`src/design/mgr_settings.svh`:
```
`ifndef MGR_SETTINGS_SVH
`define MGR_SETTINGS_SVH

// ------------------------------
// Work-unit memory
`define MGR_WU_ADDR_W       8    // Word address bits
`define MGR_WU_DEPTH        256  // Words of WU storage
`define MGR_WU_OPT_PER_WORD 2    // Option tuples in one option word

// ------------------------------
// Host bus
`define MGR_AXIL_ADDR_W     12
`define MGR_AXIL_DATA_W     32

// ------------------------------
// Stack bus OOB and status
`define MGR_OOB_DATA_W      28   // Same as the WU body
`define MGR_CNT_W           16   // Issued instruction count

`endif

```
`src/design/mgr_bus_pkg.sv`:
```
`include "mgr_settings.svh"

package mgr_bus_pkg;

  // Stream delineator used on every valid/ready stream
  typedef enum logic [1:0] {
    MOD     = 2'b00,  // Middle of data
    SOD     = 2'b01,  // Start of data
    EOD     = 2'b10,  // End of data
    SOD_EOD = 2'b11   // Single beat packet
  } std_cntl_e;

  typedef enum logic {
    OOB_CFG = 1'b0,  // Header beat
    OOB_OPT = 1'b1   // Option tuple beat
  } oob_type_e;

  // One beat on the downstream OOB port
  typedef struct packed {
    std_cntl_e                  cntl;
    oob_type_e                  oob_type;
    logic [`MGR_OOB_DATA_W-1:0] data;
  } oob_beat_t;

  // AXI4-Lite, host to manager
  typedef struct packed {
    logic [`MGR_AXIL_ADDR_W-1:0]   aw_addr;
    logic                          aw_valid;
    logic [`MGR_AXIL_DATA_W-1:0]   w_data;
    logic [`MGR_AXIL_DATA_W/8-1:0] w_strb;
    logic                          w_valid;
    logic                          b_ready;
    logic [`MGR_AXIL_ADDR_W-1:0]   ar_addr;
    logic                          ar_valid;
    logic                          r_ready;
  } axil_req_t;

  // AXI4-Lite, manager to host
  typedef struct packed {
    logic                        aw_ready;
    logic                        w_ready;
    logic [1:0]                  b_resp;
    logic                        b_valid;
    logic                        ar_ready;
    logic [`MGR_AXIL_DATA_W-1:0] r_data;
    logic [1:0]                  r_resp;
    logic                        r_valid;
  } axil_rsp_t;

endpackage

```
`src/design/mgr_wu_pkg.sv`:
```
`include "mgr_settings.svh"

package mgr_wu_pkg;

  // Instruction kind carried on every word
  typedef enum logic [1:0] {
    NOP = 2'b00,
    OP  = 2'b01,  // Compute, the only kind sent on OOB
    MR  = 2'b10,  // Memory read
    MW  = 2'b11   // Memory write
  } wu_op_e;

  // Start word view
  typedef struct packed {
    logic [7:0] tag;
    logic [5:0] num_lanes;
    logic [6:0] stop_cmd;
    logic [6:0] simd_cmd;
  } wu_inst_t;

  // One option tuple, opt_type of zero is an empty slot
  typedef struct packed {
    logic [5:0] opt_type;
    logic [7:0] opt_value;
  } wu_opt_t;

  // Body bits, decoded by the word position in the instruction
  typedef union packed {
    wu_inst_t                                inst;  // Start word
    wu_opt_t [`MGR_WU_OPT_PER_WORD-1:0]      opt;   // Option word, slot 0 first
  } wu_body_u;

  typedef struct packed {
    mgr_bus_pkg::std_cntl_e cntl;  // Instruction delineator
    wu_op_e                 op;
    wu_body_u               body;
  } wu_word_t;

  // Host control toward fetch
  typedef struct packed {
    logic                      run;         // Single cycle start
    logic [`MGR_WU_ADDR_W-1:0] start_addr;
    logic [`MGR_WU_ADDR_W:0]   length;      // Words, up to full memory
  } mgr_ctrl_t;

  typedef struct packed {
    logic                  busy;
    logic                  done;
    logic [`MGR_CNT_W-1:0] issued;
  } mgr_status_t;

endpackage

```
`src/design/wu_decode.sv`:
```
`include "mgr_settings.svh"

module wu_decode (
  input  logic                   clk,
  input  logic                   reset,
  input  logic                   word_valid,
  input  mgr_wu_pkg::wu_word_t   word,
  output logic                   word_ready,
  output logic                   beat_valid,
  output mgr_bus_pkg::oob_beat_t beat,
  input  logic                   beat_ready,
  output logic                   in_inst
);
  import mgr_bus_pkg::*;
  import mgr_wu_pkg::*;

  localparam int OOB_W     = `MGR_OOB_DATA_W;
  localparam int LAST_SLOT = `MGR_WU_OPT_PER_WORD - 1;
  localparam int SLOT_W    = $clog2(`MGR_WU_OPT_PER_WORD);

  logic              in_op;       // Inside an OP instruction
  logic [SLOT_W-1:0] slot;        // Tuple of the held option word
  logic              hold_valid;  // Latest beat of the packet
  logic              hold_final;  // Its cntl is known and it is offered
  logic              hold_hdr;
  oob_beat_t         hold_beat;
  oob_beat_t         cand_beat;
  wu_opt_t           cur_opt;
  logic              is_start;
  logic              cand_valid;
  logic              last_step;   // This step closes the instruction
  logic              step;
  logic              promote;
  logic              advance;

  function automatic std_cntl_e pick_cntl(input logic hdr, input logic closing);
    if (closing)
      return hdr ? SOD_EOD : EOD;
    return hdr ? SOD : MOD;
  endfunction

  // ------------------------------
  // Candidate beat from the current word
  always_comb
  begin
    is_start   = (word.cntl == SOD) || (word.cntl == SOD_EOD);
    cur_opt    = word.body.opt[slot];
    cand_beat  = '0;
    cand_valid = 1'b0;
    last_step  = 1'b0;
    if (is_start)
    begin
      cand_valid         = (word.op == OP);  // NOP, MR and MW give nothing
      cand_beat.oob_type = OOB_CFG;
      cand_beat.data     = word.body.inst;
      last_step          = (word.cntl == SOD_EOD);
    end
    else if (in_op)
    begin
      cand_valid         = (cur_opt.opt_type != '0);  // Empty slot
      cand_beat.oob_type = OOB_OPT;
      cand_beat.data     = OOB_W'(cur_opt);
      last_step          = (word.cntl == EOD) && (slot == SLOT_W'(LAST_SLOT));
    end
    cand_beat.cntl = pick_cntl(is_start, last_step);
    step    = word_valid && (!hold_valid || !hold_final || beat_ready);
    promote = step && hold_valid && !hold_final && (cand_valid || last_step);
    advance = step && !(hold_valid && !hold_final && cand_valid);  // else wait one beat
  end

  assign word_ready = advance && (is_start || !in_op || slot == SLOT_W'(LAST_SLOT));
  assign beat_valid = hold_valid && hold_final;
  assign beat       = hold_beat;
  assign in_inst    = in_op || hold_valid;

  always_ff @(posedge clk)
  begin
    if (reset)
    begin
      in_op      <= 1'b0;
      slot       <= '0;
      hold_valid <= 1'b0;
      hold_final <= 1'b0;
    end
    else
    begin
      if (advance && is_start)
        in_op <= (word.op == OP) && (word.cntl == SOD);
      else if (advance && in_op)
      begin
        slot <= (slot == SLOT_W'(LAST_SLOT)) ? '0 : slot + 1'b1;
        if (last_step)
          in_op <= 1'b0;
      end
      if (promote)
        hold_final <= 1'b1;
      else if (advance && cand_valid)
      begin
        hold_valid <= 1'b1;
        hold_final <= last_step;
      end
      else if (beat_valid && beat_ready)
        hold_valid <= 1'b0;
    end
  end

  // Held beat payload
  always_ff @(posedge clk)
  begin
    if (promote)
      hold_beat.cntl <= pick_cntl(hold_hdr, !cand_valid);  // Closes when nothing follows
    else if (advance && cand_valid)
    begin
      hold_beat <= cand_beat;
      hold_hdr  <= is_start;
    end
  end

endmodule

```
`config.mk`:
```
export PLATFORM = sky130hd
export DESIGN_NAME = wu_decode
export DESIGN_NICKNAME = d
export VERILOG_FILES = /design/src/design/mgr_bus_pkg.sv /design/src/design/mgr_wu_pkg.sv /design/src/design/wu_decode.sv
export VERILOG_INCLUDE_DIRS = /design/src /design/src/design
export SDC_FILE = /design/constraint.sdc
export NUM_CORES = 1
export LEC_CHECK = 0
export BUFFER_PORTS_ARGS = -buffer_cell sky130_fd_sc_hd__buf_2
export CORE_MARGIN = 2
export CORE_UTILIZATION = 48
export CTS_CLUSTER_SIZE = 20
export DETAILED_ROUTE_END_ITERATION = 16
export GPL_ROUTABILITY_DRIVEN = 0
export PLACE_DENSITY_LB_ADDON = 0.12
export SLEW_MARGIN = 20
export SYNTH_ARGS = -nofsm -noshare
export SYNTH_HDL_FRONTEND = slang
export SYNTH_SLANG_ARGS = --single-unit
```
`constraint.sdc`:
```
create_clock -name clk -period 2.4 [get_ports clk]
set_input_delay 0.24 -clock clk [delete_from_list [all_inputs] [get_ports clk]]
set_output_delay 0.24 -clock clk [all_outputs]
set_load 0.02 [all_outputs]
```
* After elaboration in Yosys (flattened, before gate mapping)
Index checks and enable logic that the tools add are counted.
** Storage, ports and cells
- Flip-flop bits (word level) :: 36
- Input bits :: 36
- Output and inout port bits :: 34
- Word-level logic and storage cells :: 80
** Operators by class
- Add/sub/neg operators :: 1
- Magnitude comparators :: 1
- Equality and inequality tests :: 4
- Multiplexer cells :: 29
- Bitwise operators :: 2
- Reduce and logical (&&, ||, !) cells :: 35
** Operator list (number)
- $mux 29 :: 2
- $mux 31 :: 1
- $mux 14 :: 2
- $mux 1 :: 19
- $logic_and 1x1->1 :: 15
- $mux 2 :: 5
- $reduce_and 2->1 :: 4
- $reduce_bool 2->1 :: 4
- $logic_or 1x1->1 :: 7
- $reduce_bool 6->1 :: 1
- $eq 2x1->1 const B :: 2
- $eq 2x2->1 const B :: 2
- $logic_not 1->1 :: 4
- $lt 1x2->1 const B :: 1
- $not 1->1 :: 2
- $add 1x1->1 const B :: 1

* Longest topological paths before layout
- Depth after elaboration :: 11
- Depth in mapped cells :: 7
- Gate-level depth less buffers :: 6

* Worst setup path before layout
Ideal clock, no wire load.
- Kind :: reg-to-reg
- From :: register slot
- To :: register hold_beat (netlist bit beat[29]) (enable)
- Setup time :: 0.296 ns
- Arrival time :: 1.479 ns
- Path slack :: 0.626 ns
- Stages on the path, launching flop included :: 8
- Path buffers :: 1
- Path through :: dfxtp_1 buf_2 nor3_1 nand2_1 nand3_2 a21o_2 inv_2 a21o_1
** Between the ends
- Longest elaborated chain between the ends :: 10
- Elaborated cells between the ends (all ways) :: 15
- Classes of those cells :: mux: 6; reduce/logical: 9
** RTL lines
- start: declaration :: line wu_decode.sv:22 : logic [SLOT_W-1:0] slot;
- start signal: assignment :: line wu_decode.sv:91 : slot <= (slot == SLOT_W'(LAST_SLOT)) ? '0 : slot + 1'b1;
- $mux 14 (implied by the code) (2 in a row) :: line wu_decode.sv:47 : cur_opt = word.body.opt[slot];
- $reduce_bool 6->1 :: line wu_decode.sv:60 : cand_valid = (cur_opt.opt_type != '0);
- $mux 1 :: line wu_decode.sv:58 : else if (in_op)
- $mux 1 :: line wu_decode.sv:51 : if (is_start)
- $logic_and 1x1->1 :: line wu_decode.sv:68 : advance = step && !(hold_valid && !hold_final && cand_valid);
- $logic_not 1->1 :: line wu_decode.sv:68
- $logic_and 1x1->1 :: line wu_decode.sv:68
- $logic_and 1x1->1 :: line wu_decode.sv:112 : else if (advance && cand_valid)
- $reduce_bool 2->1 (no line) (*)
- end signal: assignment :: line wu_decode.sv:114 : hold_beat <= cand_beat;
- end: declaration :: line wu_decode.sv:26 : oob_beat_t hold_beat;
Mark *: on every way between the ends. The rest lies on a longest branch, timed or not. The select of a mux whose other input is x is not followed.
A chain may end at the register's enable or synchronous reset.

* Final worst setup path
- From :: input port word[30] (netlist name)
- To :: output port word_ready
** Between the ends
- Longest elaborated chain between the ends :: 7
- Elaborated cells between the ends (all ways) :: 10
- Classes of those cells :: eq/ne: 2; mux: 1; reduce/logical: 7
** RTL lines
- start: declaration :: line wu_decode.sv:7 : input mgr_wu_pkg::wu_word_t word,
- $eq 2x1->1 / $eq 2x2->1 (equally long branches) :: line wu_decode.sv:46 : is_start = (word.cntl == SOD) || (word.cntl == SOD_EOD);
- $logic_or 1x1->1 (*) :: line wu_decode.sv:46
- $mux 1 :: line wu_decode.sv:51
- $logic_and 1x1->1 :: line wu_decode.sv:68
- $logic_not 1->1 :: line wu_decode.sv:68
- $logic_and 1x1->1 :: line wu_decode.sv:68
- $logic_and 1x1->1 (*) :: line wu_decode.sv:71 : assign word_ready = advance && (is_start || !in_op || slot == SLOT_W'(LAST_SLOT));
- end: declaration :: line wu_decode.sv:8 : output logic word_ready,
Mark *: on every way between the ends. The rest lies on a longest branch, timed or not.

==> metrics.md <==
| Metric | Value |
|---|---|
| Status | finished, final reports clean |
| Clk root buf | clkbuf_8 |
| Slew Limit Fails | 0 |
| FMAX | approximately 560 MHz |
| Initial antenna violation count | 0 |
| Layout area overhead | 25.8% |
| DRC violations left | 0 |
| Cell Pwr Density | about 590 nW/um2 |
| Worst-path clk slew | around 0.06 ns |
| Post-CTS setup buffer count | 0 |
| Most instantiated library cell after synthesis | edfxtp_1 |
| Reg-to-reg startpoint | slot$_SDFFE_PP0P_ |
| Wire per inst | around 13 um |
| Crit path required time | 2.16 ns |
| Final setup vio count | 0 |
| Vias in the first global route | 1312 |
| Worst-margin pin slew | 0.585 ns |
| Initial Utilization | 50.0% |
| Die area | approximately 4300 um2 |
| Yosys top cell area share | ~53% |
| Final core occ | 62.9% |
| Count of unique library cells instantiated by Yosys | 37 |
| Total Wirelength | between 3000 and 4000 um |
| Via density | 5.20 |
| Die height | around 66 um |
| Nets | 279 |
| DRT antenna net count | 0 |
| Ports | 70 |
| Crit end category | output port |
| GRT Util Overall | 18.7% |
| Hold path depth | 2 |
| Pleak | 0.998 nW |
| Post-synth ARST share | 0% |
| TNS Setup | 0 ns |
| Crit-path max FO | 32 |
| YS warnings | 0 |
| DP Area | 2220 um2 |
| Worst hold path type | in -> reg |
| DP HPWL | 2740 um |
| Final hold violation count | 0 |
| Register bit total from synthesis | 36 |
| First-pass GRT wire length | slightly above 6000 um |
| Max VDD drop | 0.000369 V |
| Post-Synthesis Cells | about 170 |
| Pin count of the biggest net entering global routing | 33 |
| Max-cap violations | 0 |
| H-tree depth | 2 |
| Share of cells above drive strength 1 | a little over a third |
| GR Overflow Total | 0 |
| Final Cell Area | approximately 2300 um2 |
| Number of hold buffers added after cts | 0 |
| Core Area | 3660 um2 |
| Hold Startpoint | reset |
| Crit-path cells | buf_2 -> buf_4 -> and3b_1 -> nor3b_2 -> a21oi_1 -> nor2_1 -> buf_2 |
| Synthesized cell area | 1830 um2 |
| Synth top cells by count | 32 x edfxtp_1, 22 x nand2_1, 15 x and2_1 |
| Slew headroom | 60.9% |
| Crit path kind | in -> out |
| Clock Sinks | 36 |
| CTS tree | done |
| Vias | 1513 |
| Iter 0 DRT Violations | 80 |
| Clock tree buffer depth | 2 |
| Row count | 22 |
| Worst EP arrival | 1.54 ns |
| Die X | ~66 um |
| Pre-antenna DRT Iters | 4 |
| CTS resizes | 0 |
| Most common cell on crit path | buf_2 |
| Synthesized area per cell | 10.5 um2 |
| Post-Syn Nets | 210 |
| Sequential area share after synthesis | between 50% and 60% |
| Yosys top cell by area | edfxtp_1 |
| IO buf count | 69 |
| # diodes | 0 |
| Slowest cell on crit path | nor3b_2 |
| RSZ-0062 raised after global routing | no |
| Worst R2R Path Depth | 5 |
| Worst Setup SP | word[30] |
| Post-synth EDFFs | 32 |
| TritonCTS Buffers | 5 |
| Period Utilization, post-route | 74.1% |
| Clock Skew | ~0.0041 ns |
| Min cycle time layout | about 1.8 ns |
| Clock Latency Late Sink | around 0.28 ns |
| Main flop type after synthesis | edfxtp_1 |
| Top post-synthesis cells by area | edfxtp_1 53%, a22o_1 6.7%, and2_1 5.1% |
| Setup crit start kind | input pin |
| Biggest cell delay along the critical path | 0.26 ns |
## logic make-up (layout without fill, tap and decap cells)
| kind of cell | Yosys count | count (layout) | share of synthesized area (%) |
|---|---|---|---|
| and+or+nand+nor | 64 | 64 | 18.5 |
| AOI/OAI and AO/OA | 47 | 47 | 18.5 |
| DFF | 36 | 36 | 56.9 |
| buffers and inverters | 27 | 96 | 6.16 |
## critical path, delay by kind of cell
kind,cells,cell delay (ns)
buffers and inverters,3,0.55
AOI/OAI and AO/OA,1,0.13
and+or+nand+nor,3,0.61
## sequential cells by signal, indices dropped and copies added (netlist names)
register    count
hold_final      1
hold_valid      1
in_op           1
hold_hdr        1
slot            1
beat           31
## area by class of cell
type / count / area (um2)
fill: 293 / 1360
sequential: 36 / 1040
multi-input combinational: 111 / 676
timing repair buffer: 73 / 388
clock buffer: 5 / 68.8
inverter: 16 / 60.1
tap: 48 / 60.1
clock inverter: 2 / 7.51
## through the flow
stage               setup slack [ns]  total power, mW  hold WS (ns)  instances
global route                   0.492             1.43         0.195        291
global placement               0.641            0.985         0.484        284
detailed placement             0.624            0.986         0.479        284
CTS                            0.628             1.36         0.185        291
floorplan                      0.626            0.898         0.305        174
finish                         0.622             1.36         0.195        291
## final timing paths
path	to	slack (ns)
worst min register to register	hold_valid$_SDFFE_PP0P_	0.57
worst max-delay path	word_ready	0.62
worst min-delay path	hold_final$_SDFFE_PP0P_	0.20
worst max register to register	beat[7]$_DFFE_PP_	0.63
## cell usage in the layout, fill, tap and decap left out, types with 2 or more instances in the layout
| cell | n |
|---|---|
| nand2b_1 | 2 |
| a21oi_1 | 7 |
| clkbuf_8 | 5 |
| o22ai_1 | 6 |
| buf_2 | 69 |
| a22o_1 | 14 |
| buf_4 | 3 |
| o21ai_0 | 6 |
| clkinv_1 | 2 |
| edfxtp_1 | 32 |
| nor2_1 | 7 |
| dfxtp_1 | 4 |
| nor3_1 | 3 |
| inv_2 | 2 |
| nand3_1 | 5 |
| and2_1 | 15 |
| nand2_1 | 22 |
| a21o_1 | 2 |
| o21ai_1 | 3 |
| nor2b_1 | 3 |
| inv_1 | 14 |
## power breakdown
group          leakage, nW  internal [mW]  total, mW  switching, mW
registers            0.329          0.716      0.728         0.0114
clock network       0.0391          0.191      0.384          0.192
logic                0.630          0.101      0.246          0.145
total                0.998           1.01       1.36          0.349
## per-layer routing
metal	vias up	track usage, %	share of wire (%)
li1	758	-	-
met1	695	24.5	44
met2	58	29.7	49
met3	2	5.48	6.6
met4	0	6.25	0.37
met5	-	0	0
No activity file was read; power rests on OpenSTA's default activity.
