`src/design/mgr_settings.svh`:
```
`ifndef MGR_SETTINGS_SVH
`define MGR_SETTINGS_SVH

// ------------------------------
// Work-unit memory
`define MGR_WU_ADDR_W       8    // Word address bits
`define MGR_WU_DEPTH        256  // Words of WU storage
`define MGR_WU_OPT_PER_WORD 2    // Option tuples in one option word

// ------------------------------
// Host bus
`define MGR_AXIL_ADDR_W     12
`define MGR_AXIL_DATA_W     32

// ------------------------------
// Stack bus OOB and status
`define MGR_OOB_DATA_W      28   // Same as the WU body
`define MGR_CNT_W           16   // Issued instruction count

`endif

```
`src/design/mgr_bus_pkg.sv`:
```
`include "mgr_settings.svh"

package mgr_bus_pkg;

  // Stream delineator used on every valid/ready stream
  typedef enum logic [1:0] {
    MOD     = 2'b00,  // Middle of data
    SOD     = 2'b01,  // Start of data
    EOD     = 2'b10,  // End of data
    SOD_EOD = 2'b11   // Single beat packet
  } std_cntl_e;

  typedef enum logic {
    OOB_CFG = 1'b0,  // Header beat
    OOB_OPT = 1'b1   // Option tuple beat
  } oob_type_e;

  // One beat on the downstream OOB port
  typedef struct packed {
    std_cntl_e                  cntl;
    oob_type_e                  oob_type;
    logic [`MGR_OOB_DATA_W-1:0] data;
  } oob_beat_t;

  // AXI4-Lite, host to manager
  typedef struct packed {
    logic [`MGR_AXIL_ADDR_W-1:0]   aw_addr;
    logic                          aw_valid;
    logic [`MGR_AXIL_DATA_W-1:0]   w_data;
    logic [`MGR_AXIL_DATA_W/8-1:0] w_strb;
    logic                          w_valid;
    logic                          b_ready;
    logic [`MGR_AXIL_ADDR_W-1:0]   ar_addr;
    logic                          ar_valid;
    logic                          r_ready;
  } axil_req_t;

  // AXI4-Lite, manager to host
  typedef struct packed {
    logic                        aw_ready;
    logic                        w_ready;
    logic [1:0]                  b_resp;
    logic                        b_valid;
    logic                        ar_ready;
    logic [`MGR_AXIL_DATA_W-1:0] r_data;
    logic [1:0]                  r_resp;
    logic                        r_valid;
  } axil_rsp_t;

endpackage

```
`src/design/oob_downstream_cntl.sv`:
```
`include "mgr_settings.svh"

module oob_downstream_cntl (
  input  logic                   clk,
  input  logic                   reset,
  input  logic                   beat_valid,
  input  mgr_bus_pkg::oob_beat_t beat,
  output logic                   beat_ready,
  output logic                   oob_valid,
  output mgr_bus_pkg::oob_beat_t oob_beat,
  input  logic                   oob_ready,
  input  logic                   clear,       // Run pulse
  output logic [`MGR_CNT_W-1:0]  issued,
  output logic                   pending
);
  import mgr_bus_pkg::*;

  logic last_out;  // Beat on the port closes a packet

  assign beat_ready = !oob_valid || oob_ready;
  assign pending    = oob_valid;
  assign last_out   = (oob_beat.cntl == EOD) || (oob_beat.cntl == SOD_EOD);

  // ------------------------------
  // Output register
  always_ff @(posedge clk)
  begin
    if (reset)
      oob_valid <= 1'b0;
    else if (beat_ready)
      oob_valid <= beat_valid;  // Steady until taken
  end

  always_ff @(posedge clk)
  begin
    if (beat_valid && beat_ready)
      oob_beat <= beat;
  end

  // Instructions sent since the last run
  always_ff @(posedge clk)
  begin
    if (reset || clear)
      issued <= '0;
    else if (oob_valid && oob_ready && last_out)
      issued <= issued + 1'b1;
  end

endmodule

```
`config.mk`:
```
export PLATFORM = sky130hd
export DESIGN_NAME = oob_downstream_cntl
export DESIGN_NICKNAME = d
export VERILOG_FILES = /design/src/design/mgr_bus_pkg.sv /design/src/design/oob_downstream_cntl.sv
export VERILOG_INCLUDE_DIRS = /design/src /design/src/design
export SDC_FILE = /design/constraint.sdc
export NUM_CORES = 1
export LEC_CHECK = 0
export BUFFER_PORTS_ARGS = -buffer_cell sky130_fd_sc_hd__clkbuf_2
export CORE_ASPECT_RATIO = 0.7
export CORE_MARGIN = 4
export CORE_UTILIZATION = 44
export CTS_CLUSTER_DIAMETER = 80
export DETAILED_ROUTE_END_ITERATION = 16
export HOLD_SLACK_MARGIN = 0.1
export PLACE_DENSITY = 0.74
export RECOVER_POWER = 100
export SETUP_SLACK_MARGIN = 0.1
export SKIP_LAST_GASP = 1
export SYNTH_ARGS = -nofsm -noshare
export SYNTH_HDL_FRONTEND = slang
export SYNTH_SLANG_ARGS = --single-unit
```
`constraint.sdc`:
```
create_clock -name clk -period 1.9 [get_ports clk]
set_clock_uncertainty 0.05 [all_clocks]
set_input_delay 0.285 -clock clk [delete_from_list [all_inputs] [get_ports clk]]
set_output_delay 0.285 -clock clk [all_outputs]
set_load 0.03 [all_outputs]
```
After elaboration in Yosys (flattened, before gate mapping)
Index checks and enable logic that the tools add are counted.

storage, ports and cells
  word-level logic and storage cells = 15
  output and inout port bits = 50
  input port bits = 36
  flip-flop bits (word level) = 48

cells by class
  reduce and logical (&&, ||, !) cells = 7
  eq/ne operators = 2
  add/subtract/negate cells = 1

operators with widths
  operator                                        number
  adder 16 x 1 -> 16 bit (second input constant)  1
  equality test 2 bit (second input constant)     2
  logical AND 1 bit                               3
  logical OR 1 bit                                3
  zero test 1 bit                                 1

Depth between registers and ports, before layout
Gate-level depths: netlist of run 1.

  word-level depth = 3
  gate-level depth with buffers = 5
  depth with buffers taken out = 5

Least setup slack after synthesis of run 1
OpenSTA, ideal clock, no wires.

  path kind = register to register
  start = register oob_valid
  end = register oob_beat[0] (netlist bit) (enable)
  stages on the path, launching flop included = 3
  arrival = 1611 ps
  path buffers = 0
  data required time = 1459 ps
  path slack = -152 ps
  setup time = 391 ps
  period minus slack after synthesis = 2052 ps
  cell sequence = dfxtp_1 nand2b_1 and2_1

on the way
  word-level cells in the longest chain between the ends = 3

ends and longest elaborated chain
  element                 RTL line                   source
  start, declared         oob_downstream_cntl.sv:9   output logic oob_valid,
  start signal, assigned  oob_downstream_cntl.sv:31  oob_valid <= beat_valid;
  zero test 1 bit         oob_downstream_cntl.sv:20  assign beat_ready = !oob_valid || oob_ready;
  logical OR 1 bit        oob_downstream_cntl.sv:20
  net beat_ready          oob_downstream_cntl.sv:8   output logic beat_ready,
  logical AND 1 bit       oob_downstream_cntl.sv:36  if (beat_valid && beat_ready)
  end signal, assigned    oob_downstream_cntl.sv:37  oob_beat <= beat;
  end, declared           oob_downstream_cntl.sv:10  output mgr_bus_pkg::oob_beat_t oob_beat,

The timed path passes the listed nets, and every way through them passes these cells.
A chain may end at the register's enable or synchronous reset.

Worst setup path after layout of run 1
  start = register oob_valid
  end = register oob_beat[2] (netlist bit) (enable)

on the way
  word-level cells in the longest chain between the ends = 3

ends and longest elaborated chain
  element            RTL line
  zero test 1 bit    oob_downstream_cntl.sv:20
  logical OR 1 bit   oob_downstream_cntl.sv:20
  logical AND 1 bit  oob_downstream_cntl.sv:36

Every way passes these cells.

==> results of run 1 <==
## metal layers
metal  GRT usage  routed length (µm)  vias to the layer above
met1      0.2152                1728                      605
met3     0.04066                 262                        2
met4     0.05361                  27                        0
met2      0.2865                2034                       46
met5           0                   0                        -
li1            -                   -                      636
## critical path: stages, from the launching register on
cell and delay [ps]:
dfxtp_1 330, buf_4 160, nand2b_1 120, and2_2 150, buf_2 540
## through the flow
step	area, µm²	hold WS, ps	util
3_3_place_gp	2232	410.2	0.6118
4_1_cts	2312	107.0	0.6337
6_report	2266	121.1	0.6211
3_5_place_dp	2232	413.6	0.6118
2_1_floorplan	1728	304.1	-
5_1_grt	2266	101.2	0.6211
## kinds of logic after synthesis
logic type	synth area share
DFF	0.7400
and+or+nand+nor	0.1508
AOI/OAI and AO/OA	0.04079
xor gates and xnor gates	0.04589
buffers and inverters	0.01530
adders and majority gates	0.007282
## cell type report
cell class / instances / area [µm²]
Fill cell: 344 / 1383
Tap cell: 50 / 62.56
Clock inverter: 1 / 3.754
Inverter: 2 / 7.507
Multi-Input combinational cell: 70 / 421.7
Timing Repair Buffer: 91 / 406.6
Sequential cell: 48 / 1287
Clock buffer: 7 / 76.32
## worst max path at each step
stage | startpoint | end | slack, ps | depth (start not counted)
floorplan | oob_valid | issued[7] | 120 | 4
global placement | issued[3] | issued[15] | 210 | 4
detailed placement | issued[2] | issued[15] | 150 | 4
CTS | issued[2] | issued[15] | 130 | 4
global route | issued[0] | issued[10] | 80 | 5
finish | oob_valid | oob_beat[2] | 180 | 4
## registers in the layout, indices dropped and copies added, names as in the netlist
signal     cells
oob_valid      1
issued        16
oob_beat      31
## cells in the final DEF, fill, tap and decap left out, types with 6 or more instances in the layout
master	count
nand2_1	10
clkbuf_2	33
o21ai_0	6
clkbuf_1	55
a21oi_1	8
edfxtp_1	31
xnor2_1	6
nor2_1	9
dfxtp_1	10
## report_power, final
group / leakage (nW) / internal [mW] / total, mW / switching (mW)
logic: 0.317 / 0.0511 / 0.192 / 0.141
clock network: 0.0399 / 0.257 / 0.558 / 0.302
registers: 0.442 / 1.15 / 1.17 / 0.0122
total: 0.798 / 1.46 / 1.92 / 0.455
## repair_timing
action	4_1_cts	5_1_grt
endpoints found under the setup margin	0	5
gates resized for setup	0	4
endpoints found under the hold margin	0	3
hold buffers	0	3
==> results.txt, run 1 <==
status -> finished, final reports clean
cts bufs inserted -> 5
CP Launch Type -> register
R2R depth -> 4
top-count cell post-synth -> edfxtp_1
Pre-Repair DR Iteration Count -> 4
crit path kind -> register to register
Yosys top cell area share -> 0.5419
Die Y-Extent -> 60.28 µm
first-pass GRT wire length -> 6.189 mm
Final setup viols -> 0
Synth async-reset ratio -> 0
clk sinks -> 48
# H-tree levels -> 2
Finished Layout Cells -> 269
area leader, netlist -> edfxtp_1
ANT cells -> 0
PortBufs -> 85
synthesis-to-layout area growth -> 31.90%
Final Cycle Share -> 0.9041
Critical Path RT -> 1770 ps
Synth Instances -> 124
Yosys cell types -> 26
final number of hold-violating endpoints -> 0
Via density -> 4.792
die width -> 82.69 µm
Hold Crit Class -> input port to register
CTS max path bufs -> 2
syn avg cell area -> 13.85 µm²
max cap viols -> 0
worst r2r src -> oob_valid
synth top area cells -> edfxtp_1 (54%), dfxtp_1 (20%), xnor2_1 (3.1%)
share of post-route cells with drive strength above 1 -> 0.2466
post-CTS setup buffers -> 0
initial core utilization -> 0.4709
Hold Path Sink -> oob_beat[26]
grt total ovfl -> 0
post-layout min period -> 1718 ps
I/O pin count -> 86
GR Util All Layers -> 0.1694
drt drc -> 0
die area -> 4984 µm²
Site Rows -> 18
R2R setup slack -> 180 ps
Clk pin slew, worst setup/hold paths -> 80 ps
Slew Limit Fails -> 0
Critical Path AT -> 1590 ps
vias in the first global route -> 1,263
Avg WL per Cell -> 15.07 µm
Worst-Margin Slew -> 667.3 ps
Place WS -> 152.5 ps
Routed Antenna Nets -> 0
Vias -> 1,289
Root Buffer -> clkbuf_8
Core ar. -> 3649 µm²
Hold Crit Depth -> 1
Final Net Count -> 255
Worst Path Max Fanout -> 31
CTS tree -> yes
RSZ-0062 raised after global routing -> true
Final HPWL DP -> 3.086 mm
placed cell count -> 258
routability cong. -> 0.7518
total power per unit cell area -> 845.5 nW/µm²
LEAKAGE -> 0.7984 nW
post-route setup slack -> 182.2 ps
ys flop type -> edfxtp_1
min-delay src -> beat[26]
Mapped Area -> 1718 µm²
Yosys reg bits -> 48
Post-synth EDFFs -> 31
syn_nets -> 161
DRT iter0 DRCs -> 44
total power draw -> 1.916 mW
Yosys warning total -> 0
Max Freq -> 582.1 MHz
setup TNS -> 0 ps
final wirelength -> 4.053 mm
register area share after synthesis -> 0.7400
largest net degree at the start of global routing -> 32
Crit. End Element -> register
most instantiated cells after synthesis -> edfxtp_1 (31), dfxtp_1 (17), nand2_1 (10), nor2_1 (9), a21oi_1 (8)
peak supply drop -> 0.4925 mV
Rel. slew slack -> 0.5551
initial antenna violation count -> 0
Worst-Skew Late Latency -> 290 ps
Critical R2R Capture -> oob_beat[2]
(Power assumes the default switching activity.)
==> run 2, diff against run 1 <==
Settings changed: CORE_UTILIZATION 44 to 32, PLACE_DENSITY 0.74 to 0.56.
==> run 2 against run 1 <==
  * Maximum frequency grew 0.26%
  * Sequential share of layout area shrank 5.1 points
  * Worst hold slack lost 5.2 ps
  * Cell area is 9.8% higher
  * Setup slack improved by 4.4 ps
  * First-iteration DRC count decreased by 20%
  * Total power grew 3.2%
  * Via count rose by 3.3%
  * Sequential power hardly changed
  * Clock-buffer cell count down 2
  * Sequential cell count is the same
  * Critical path depth did not move
  * Critical path type unchanged
  * Largest cell class unchanged
  * Largest power group unchanged
==> results.txt, run 2 (synthesis results as in run 1) <==
max reg flops -> 31 (unchanged)
vias in the first global route -> 1,239 (-1.9%)
I/O pin count -> 86 (unchanged)
Root Buffer -> clkbuf_8
post-layout min period -> 1713 ps (-4.410 ps)
GR Util All Layers -> 0.1274 (-0.04200)
initial core utilization -> 0.3285 (-0.1424)
cts bufs inserted -> 5 (unchanged)
Top Usage Layer GRT -> met2
Biggest register -> oob_beat
PortBufs -> 85 (unchanged)
Worst Path Max Fanout -> 31 (unchanged)
clock share of power -> 0.300 (+0.009)
Core ar. -> 5230 µm² (+43%)
total power per unit cell area -> 794.8 nW/µm² (-6.0%)
Rel. slew slack -> 0.4947 (-0.06042)
Site Rows -> 22 (+4)
Final setup viols -> 0 (unchanged)
Critical Path AT -> 1590 ps (about the same)
max cap viols -> 0 (unchanged)
routability cong. -> 0.7508 (-0.13%)
P_int -> 1.482 mW (+1.4%)
Via density -> 4.297 (-10%)
drt drc -> 0 (unchanged)
die width -> 95.58 µm (+16%)
commonest non-fill, non-tap cell in the layout -> clkbuf_1
setup TNS -> 0 ps (unchanged)
final core utilization -> 0.4758 (-0.1452)
GR Util met1 -> 0.1751 (-0.04006)
Hold Crit Class -> input port to register
Max Freq -> 583.6 MHz (+0.26%)
total power draw -> 1.978 mW (+3.2%)
Clk pin slew, worst setup/hold paths -> 90 ps (about the same)
status -> finished, final reports clean
GR Layer Usage met3 -> 0.03796 (-0.002702)
logic gate share of total power -> 0.111 (+0.011)
DRT iter0 DRCs -> 35 (-20%)
Routed Antenna Nets -> 0 (unchanged)
LEAKAGE -> 0.8771 nW (+9.8%)
grt total ovfl -> 0 (unchanged)
share of post-route cells with drive strength above 1 -> 0.2353 (-0.01128)
Final Net Count -> 274 (+7.5%)
CP Launch Type -> register
CTS tree -> yes
Crit. End Element -> register
Pre-Repair DR Iteration Count -> 4 (unchanged)
Final HPWL DP -> 3.095 mm (+0.28%)
Worst-Skew Late Latency -> 290 ps (about the same)
Vias -> 1,332 (+3.3%)
Avg WL per Cell -> 13.46 µm (-11%)
met2 GRT Util -> 0.1934 (-0.09316)
sw power -> 0.4958 mW (+9.0%)
RSZ-0062 raised after global routing -> false
die area -> 6623 µm² (+33%)
initial antenna violation count -> 0 (unchanged)
first-pass GRT wire length -> 6.520 mm (+5.3%)
peak supply drop -> 0.4101 mV (-17%)
final number of hold-violating endpoints -> 0 (unchanged)
# H-tree levels -> 2 (unchanged)
ANT cells -> 0 (unchanged)
largest net degree at the start of global routing -> 32 (unchanged)
Slew Limit Fails -> 0 (unchanged)
Critical Path RT -> 1770 ps (about the same)
sequential power share -> 0.589 (-0.019)
synthesis-to-layout area growth -> 44.87%
Final Cycle Share -> 0.9018 (-0.002321)
final wirelength -> 4.174 mm (+3.0%)
Die Y-Extent -> 69.30 µm (+15%)
post-CTS setup buffers -> 0 (unchanged)
most frequent cells in the layout -> clkbuf_1 (53), clkbuf_2 (34), edfxtp_1 (31)
Top Registers -> oob_beat: 31 flops, issued: 16 flops, oob_valid: 1 flops
crit path kind -> register to register
clk sinks -> 48 (unchanged)
Worst-Margin Slew -> 758.0 ps (+90.63 ps)
CTS max path bufs -> 2 (unchanged)
Sw Share -> 0.2507 (+0.01332)
==> run 2: cell types whose count changed in the layout (fill, tap and decap cells not counted), sizes merged <==
cell,previous run,this run
dlygate4sd3,3,21
clkbuf,93,92
clkinvlp,0,2
==> run 2: per-stage QoR <==
step	cells	cell area, µm²	hold slack (ps)	worst slack, ps
after floorplan	124	1728	304.1	123.5
after global placement	281	2267	408.2	185.6
after detailed placement	281	2267	411.3	158.0
after CTS	291	2375	100.1	134.9
after global routing	310	2489	98.15	72.10
final	310	2489	115.9	186.6
==> run 2: final cells by class <==
cell class / count / area, µm²
fill: 528 / 2741
sequential: 48 / 1287
timing repair buffer: 110 / 594.3
multi-input combinational: 70 / 421.7
tap: 72 / 90.09
clock buffer: 5 / 68.82
clock inverter: 3 / 18.77
inverter: 2 / 7.507
==> run 2: repair_timing <==
item,CTS,global route
resized for setup,0,3
setup endpoints to repair,0,4
hold buffers,2,19
hold endpoints to repair,2,19
==> run 2: per-layer routing <==
metal | up-vias | part of all wire
li1 | 673 | -
met1 | 622 | 0.46
met2 | 35 | 0.48
met3 | 2 | 0.050
met4 | 0 | 0.0067
met5 | - | 0
==> run 2: worst max-delay path: stages, from the launching register on <==
cell and delay (ps):
dfxtp_1 320, clkbuf_2 140, nand2b_1 110, and2_2 140
clkbuf_2 590
==> run 2: worst paths after layout <==
| path | from | endpoint | slack (ps) | cells past startpoint |
|---|---|---|---|---|
| setup reg to reg | oob_valid | oob_beat[3] | 190 | 4 |
| hold reg to reg | issued[15] | issued[15] | 470 | 2 |
| hold / removal | beat[19] | oob_beat[19] | 120 | 1 |
| setup / recovery | oob_valid | oob_beat[3] | 190 | 4 |
==> run 2: power by group through the flow <==
stage	Clock, mW	Sequential [mW]	Combinational (mW)
2_1_floorplan	0	1.28	0.0303
3_5_place_dp	0	1.19	0.206
3_3_place_gp	0	1.19	0.205
6_report	0.592	1.16	0.220
5_1_grt	0.678	1.17	0.236
4_1_cts	0.619	1.17	0.210
==> run 3, diff against run 2 <==
Settings changed: RECOVER_POWER 100 to not set.
==> run 3 against run 2 <==
  * Largest power group unchanged
  * First-iteration DRC count up 2.9%
  * Setup slack improved by 21 ps
  * Sequential cell count unchanged
  * Cell area grew 3.4%
  * Critical path type unchanged
  * Non-clock buffer count unchanged
  * Global-route usage unchanged
  * Core utilization up 1.6 points
==> results.txt, run 3 (synthesis results as in run 1) <==
Final Net Count -> 274 (unchanged)
grt total ovfl -> 0 (unchanged)
final wirelength -> 4.135 mm (-0.93%)
WHS -> 116.2 ps (+0.2480 ps)
Place WS -> 158.0 ps (unchanged)
Worst-Margin Slew -> 359.8 ps (-398.2 ps)
Max Freq -> 590.7 MHz (+1.2%)
CTS tree -> yes
crit path kind -> register to register
Top Registers -> oob_beat: 31 flops, issued: 16 flops, oob_valid: 1 flops
Finished Layout Cells -> 310 (unchanged)
max cap viols -> 0 (unchanged)
initial core utilization -> 0.3285 (unchanged)
post-layout min period -> 1693 ps (-20.51 ps)
Avg WL per Cell -> 13.34 µm (-0.93%)
Die Y-Extent -> 69.30 µm (unchanged)
Final setup viols -> 0 (unchanged)
Crit. End Element -> register
largest net degree at the start of global routing -> 32 (unchanged)
routability cong. -> 0.7508 (unchanged)
Final HPWL DP -> 3.095 mm (unchanged)
Hold Crit Class -> input port to register
RSZ-0062 raised after global routing -> false
clk sinks -> 48 (unchanged)
post-route setup slack -> 207.1 ps (+20.51 ps)
vias in the first global route -> 1,239 (unchanged)
Pre-Repair DR Iteration Count -> 4 (unchanged)
synthesis-to-layout area growth -> 49.75%
ANT cells -> 0 (unchanged)
FF/Latch Area -> 1287 µm² (unchanged)
first-pass GRT wire length -> 6.520 mm (unchanged)
GR Util All Layers -> 0.1274 (unchanged)
setup TNS -> 0 ps (unchanged)
final core utilization -> 0.4919 (+0.01603)
peak supply drop -> 0.4093 mV (-0.18%)
Slew Limit Fails -> 0 (unchanged)
CTS max path bufs -> 2 (unchanged)
PortBufs -> 85 (unchanged)
share of post-route cells with drive strength above 1 -> 0.4622 (+0.2269)
final number of hold-violating endpoints -> 0 (unchanged)
Rel. slew slack -> 0.7579 (+0.2633)
most frequent cells in the layout -> clkbuf_2 (85), edfxtp_1 (31), dlygate4sd3_1 (21)
drt drc -> 0 (unchanged)
initial antenna violation count -> 0 (unchanged)
Vias -> 1,341 (+0.68%)
max reg flops -> 31 (unchanged)
Biggest register -> oob_beat
I/O pin count -> 86 (unchanged)
CP Launch Type -> register
fillcell total -> 493 (-6.6%)
Worst Path Max Fanout -> 8 (-74%)
status -> finished, final reports clean
Core ar. -> 5230 µm² (unchanged)
Clk pin slew, worst setup/hold paths -> 90 ps (about the same)
Root Buffer -> clkbuf_8
Critical Path AT -> 1870 ps (+280 ps)
Finished Cell Area -> 2572 µm² (+3.4%)
die width -> 95.58 µm (unchanged)
# H-tree levels -> 2 (unchanged)
placed cell count -> 281 (unchanged)
post-CTS setup buffers -> 0 (unchanged)
total power draw -> 1.996 mW (+0.92%)
LEAKAGE -> 1.049 nW (+20%)
Site Rows -> 22 (unchanged)
Critical Path RT -> 2080 ps (+310 ps)
commonest non-fill, non-tap cell in the layout -> clkbuf_2
DRT iter0 DRCs -> 36 (+2.9%)
cts bufs inserted -> 5 (unchanged)
Worst-Skew Late Latency -> 290 ps (about the same)
total power per unit cell area -> 776.0 nW/µm² (-2.4%)
Routed Antenna Nets -> 0 (unchanged)
area of the multi-input gates -> 421.7 µm² (unchanged)
Via density -> 4.326 (+0.68%)
Area after DPL -> 2267 µm² (unchanged)
die area -> 6623 µm² (unchanged)
Final Cycle Share -> 0.8910 (-0.01080)
## run 3: repair_timing
item / 4_1_cts / 5_1_grt
endpoints found under the setup margin: 0 / 4
hold endpoints to repair: 2 / 19
gates resized for setup: 0 / 3
hold buffers: 2 / 19
## run 3: final timing paths
check	startpoint	to	slack, ps	cells past startpoint
worst max-delay path	issued[5]	issued[13]	210	4
worst min-delay path	beat[22]	oob_beat[22]	120	1
worst max register to register	issued[5]	issued[13]	210	4
worst min register to register	issued[15]	issued[15]	470	2
## run 3: per-layer routing
| metal | global-route usage | part of all wire | vias to the layer above |
|---|---|---|---|
| li1 | - | - | 673 |
| met5 | 0 | 0 | - |
| met2 | 0.1934 | 0.49 | 36 |
| met3 | 0.03796 | 0.054 | 2 |
| met4 | 0.03785 | 0.0065 | 0 |
| met1 | 0.1751 | 0.45 | 630 |
## run 3: layout make-up
class,count,area share
repair buffers,110,0.2636
multi-input cells,70,0.1639
clock buffers,5,0.02675
inverters,2,0.002918
well taps,72,0.03502
clock inverters,3,0.007296
flip-flops and latches,48,0.5005
## run 3: critical path, cell delays in order (launching register included)
cell     delay [ps]
dfxtp_2         380
nand4_4         160
or4_4           540
or3_1           360
a21oi_1         140
## run 3: power breakdown
group          total (mW)  leakage (nW)  switching [mW]  internal (mW)
Sequential           1.16         0.442          0.0117           1.15
Combinational       0.238         0.569           0.147         0.0910
Clock               0.594        0.0378           0.339          0.255
Total                2.00          1.05           0.498           1.50
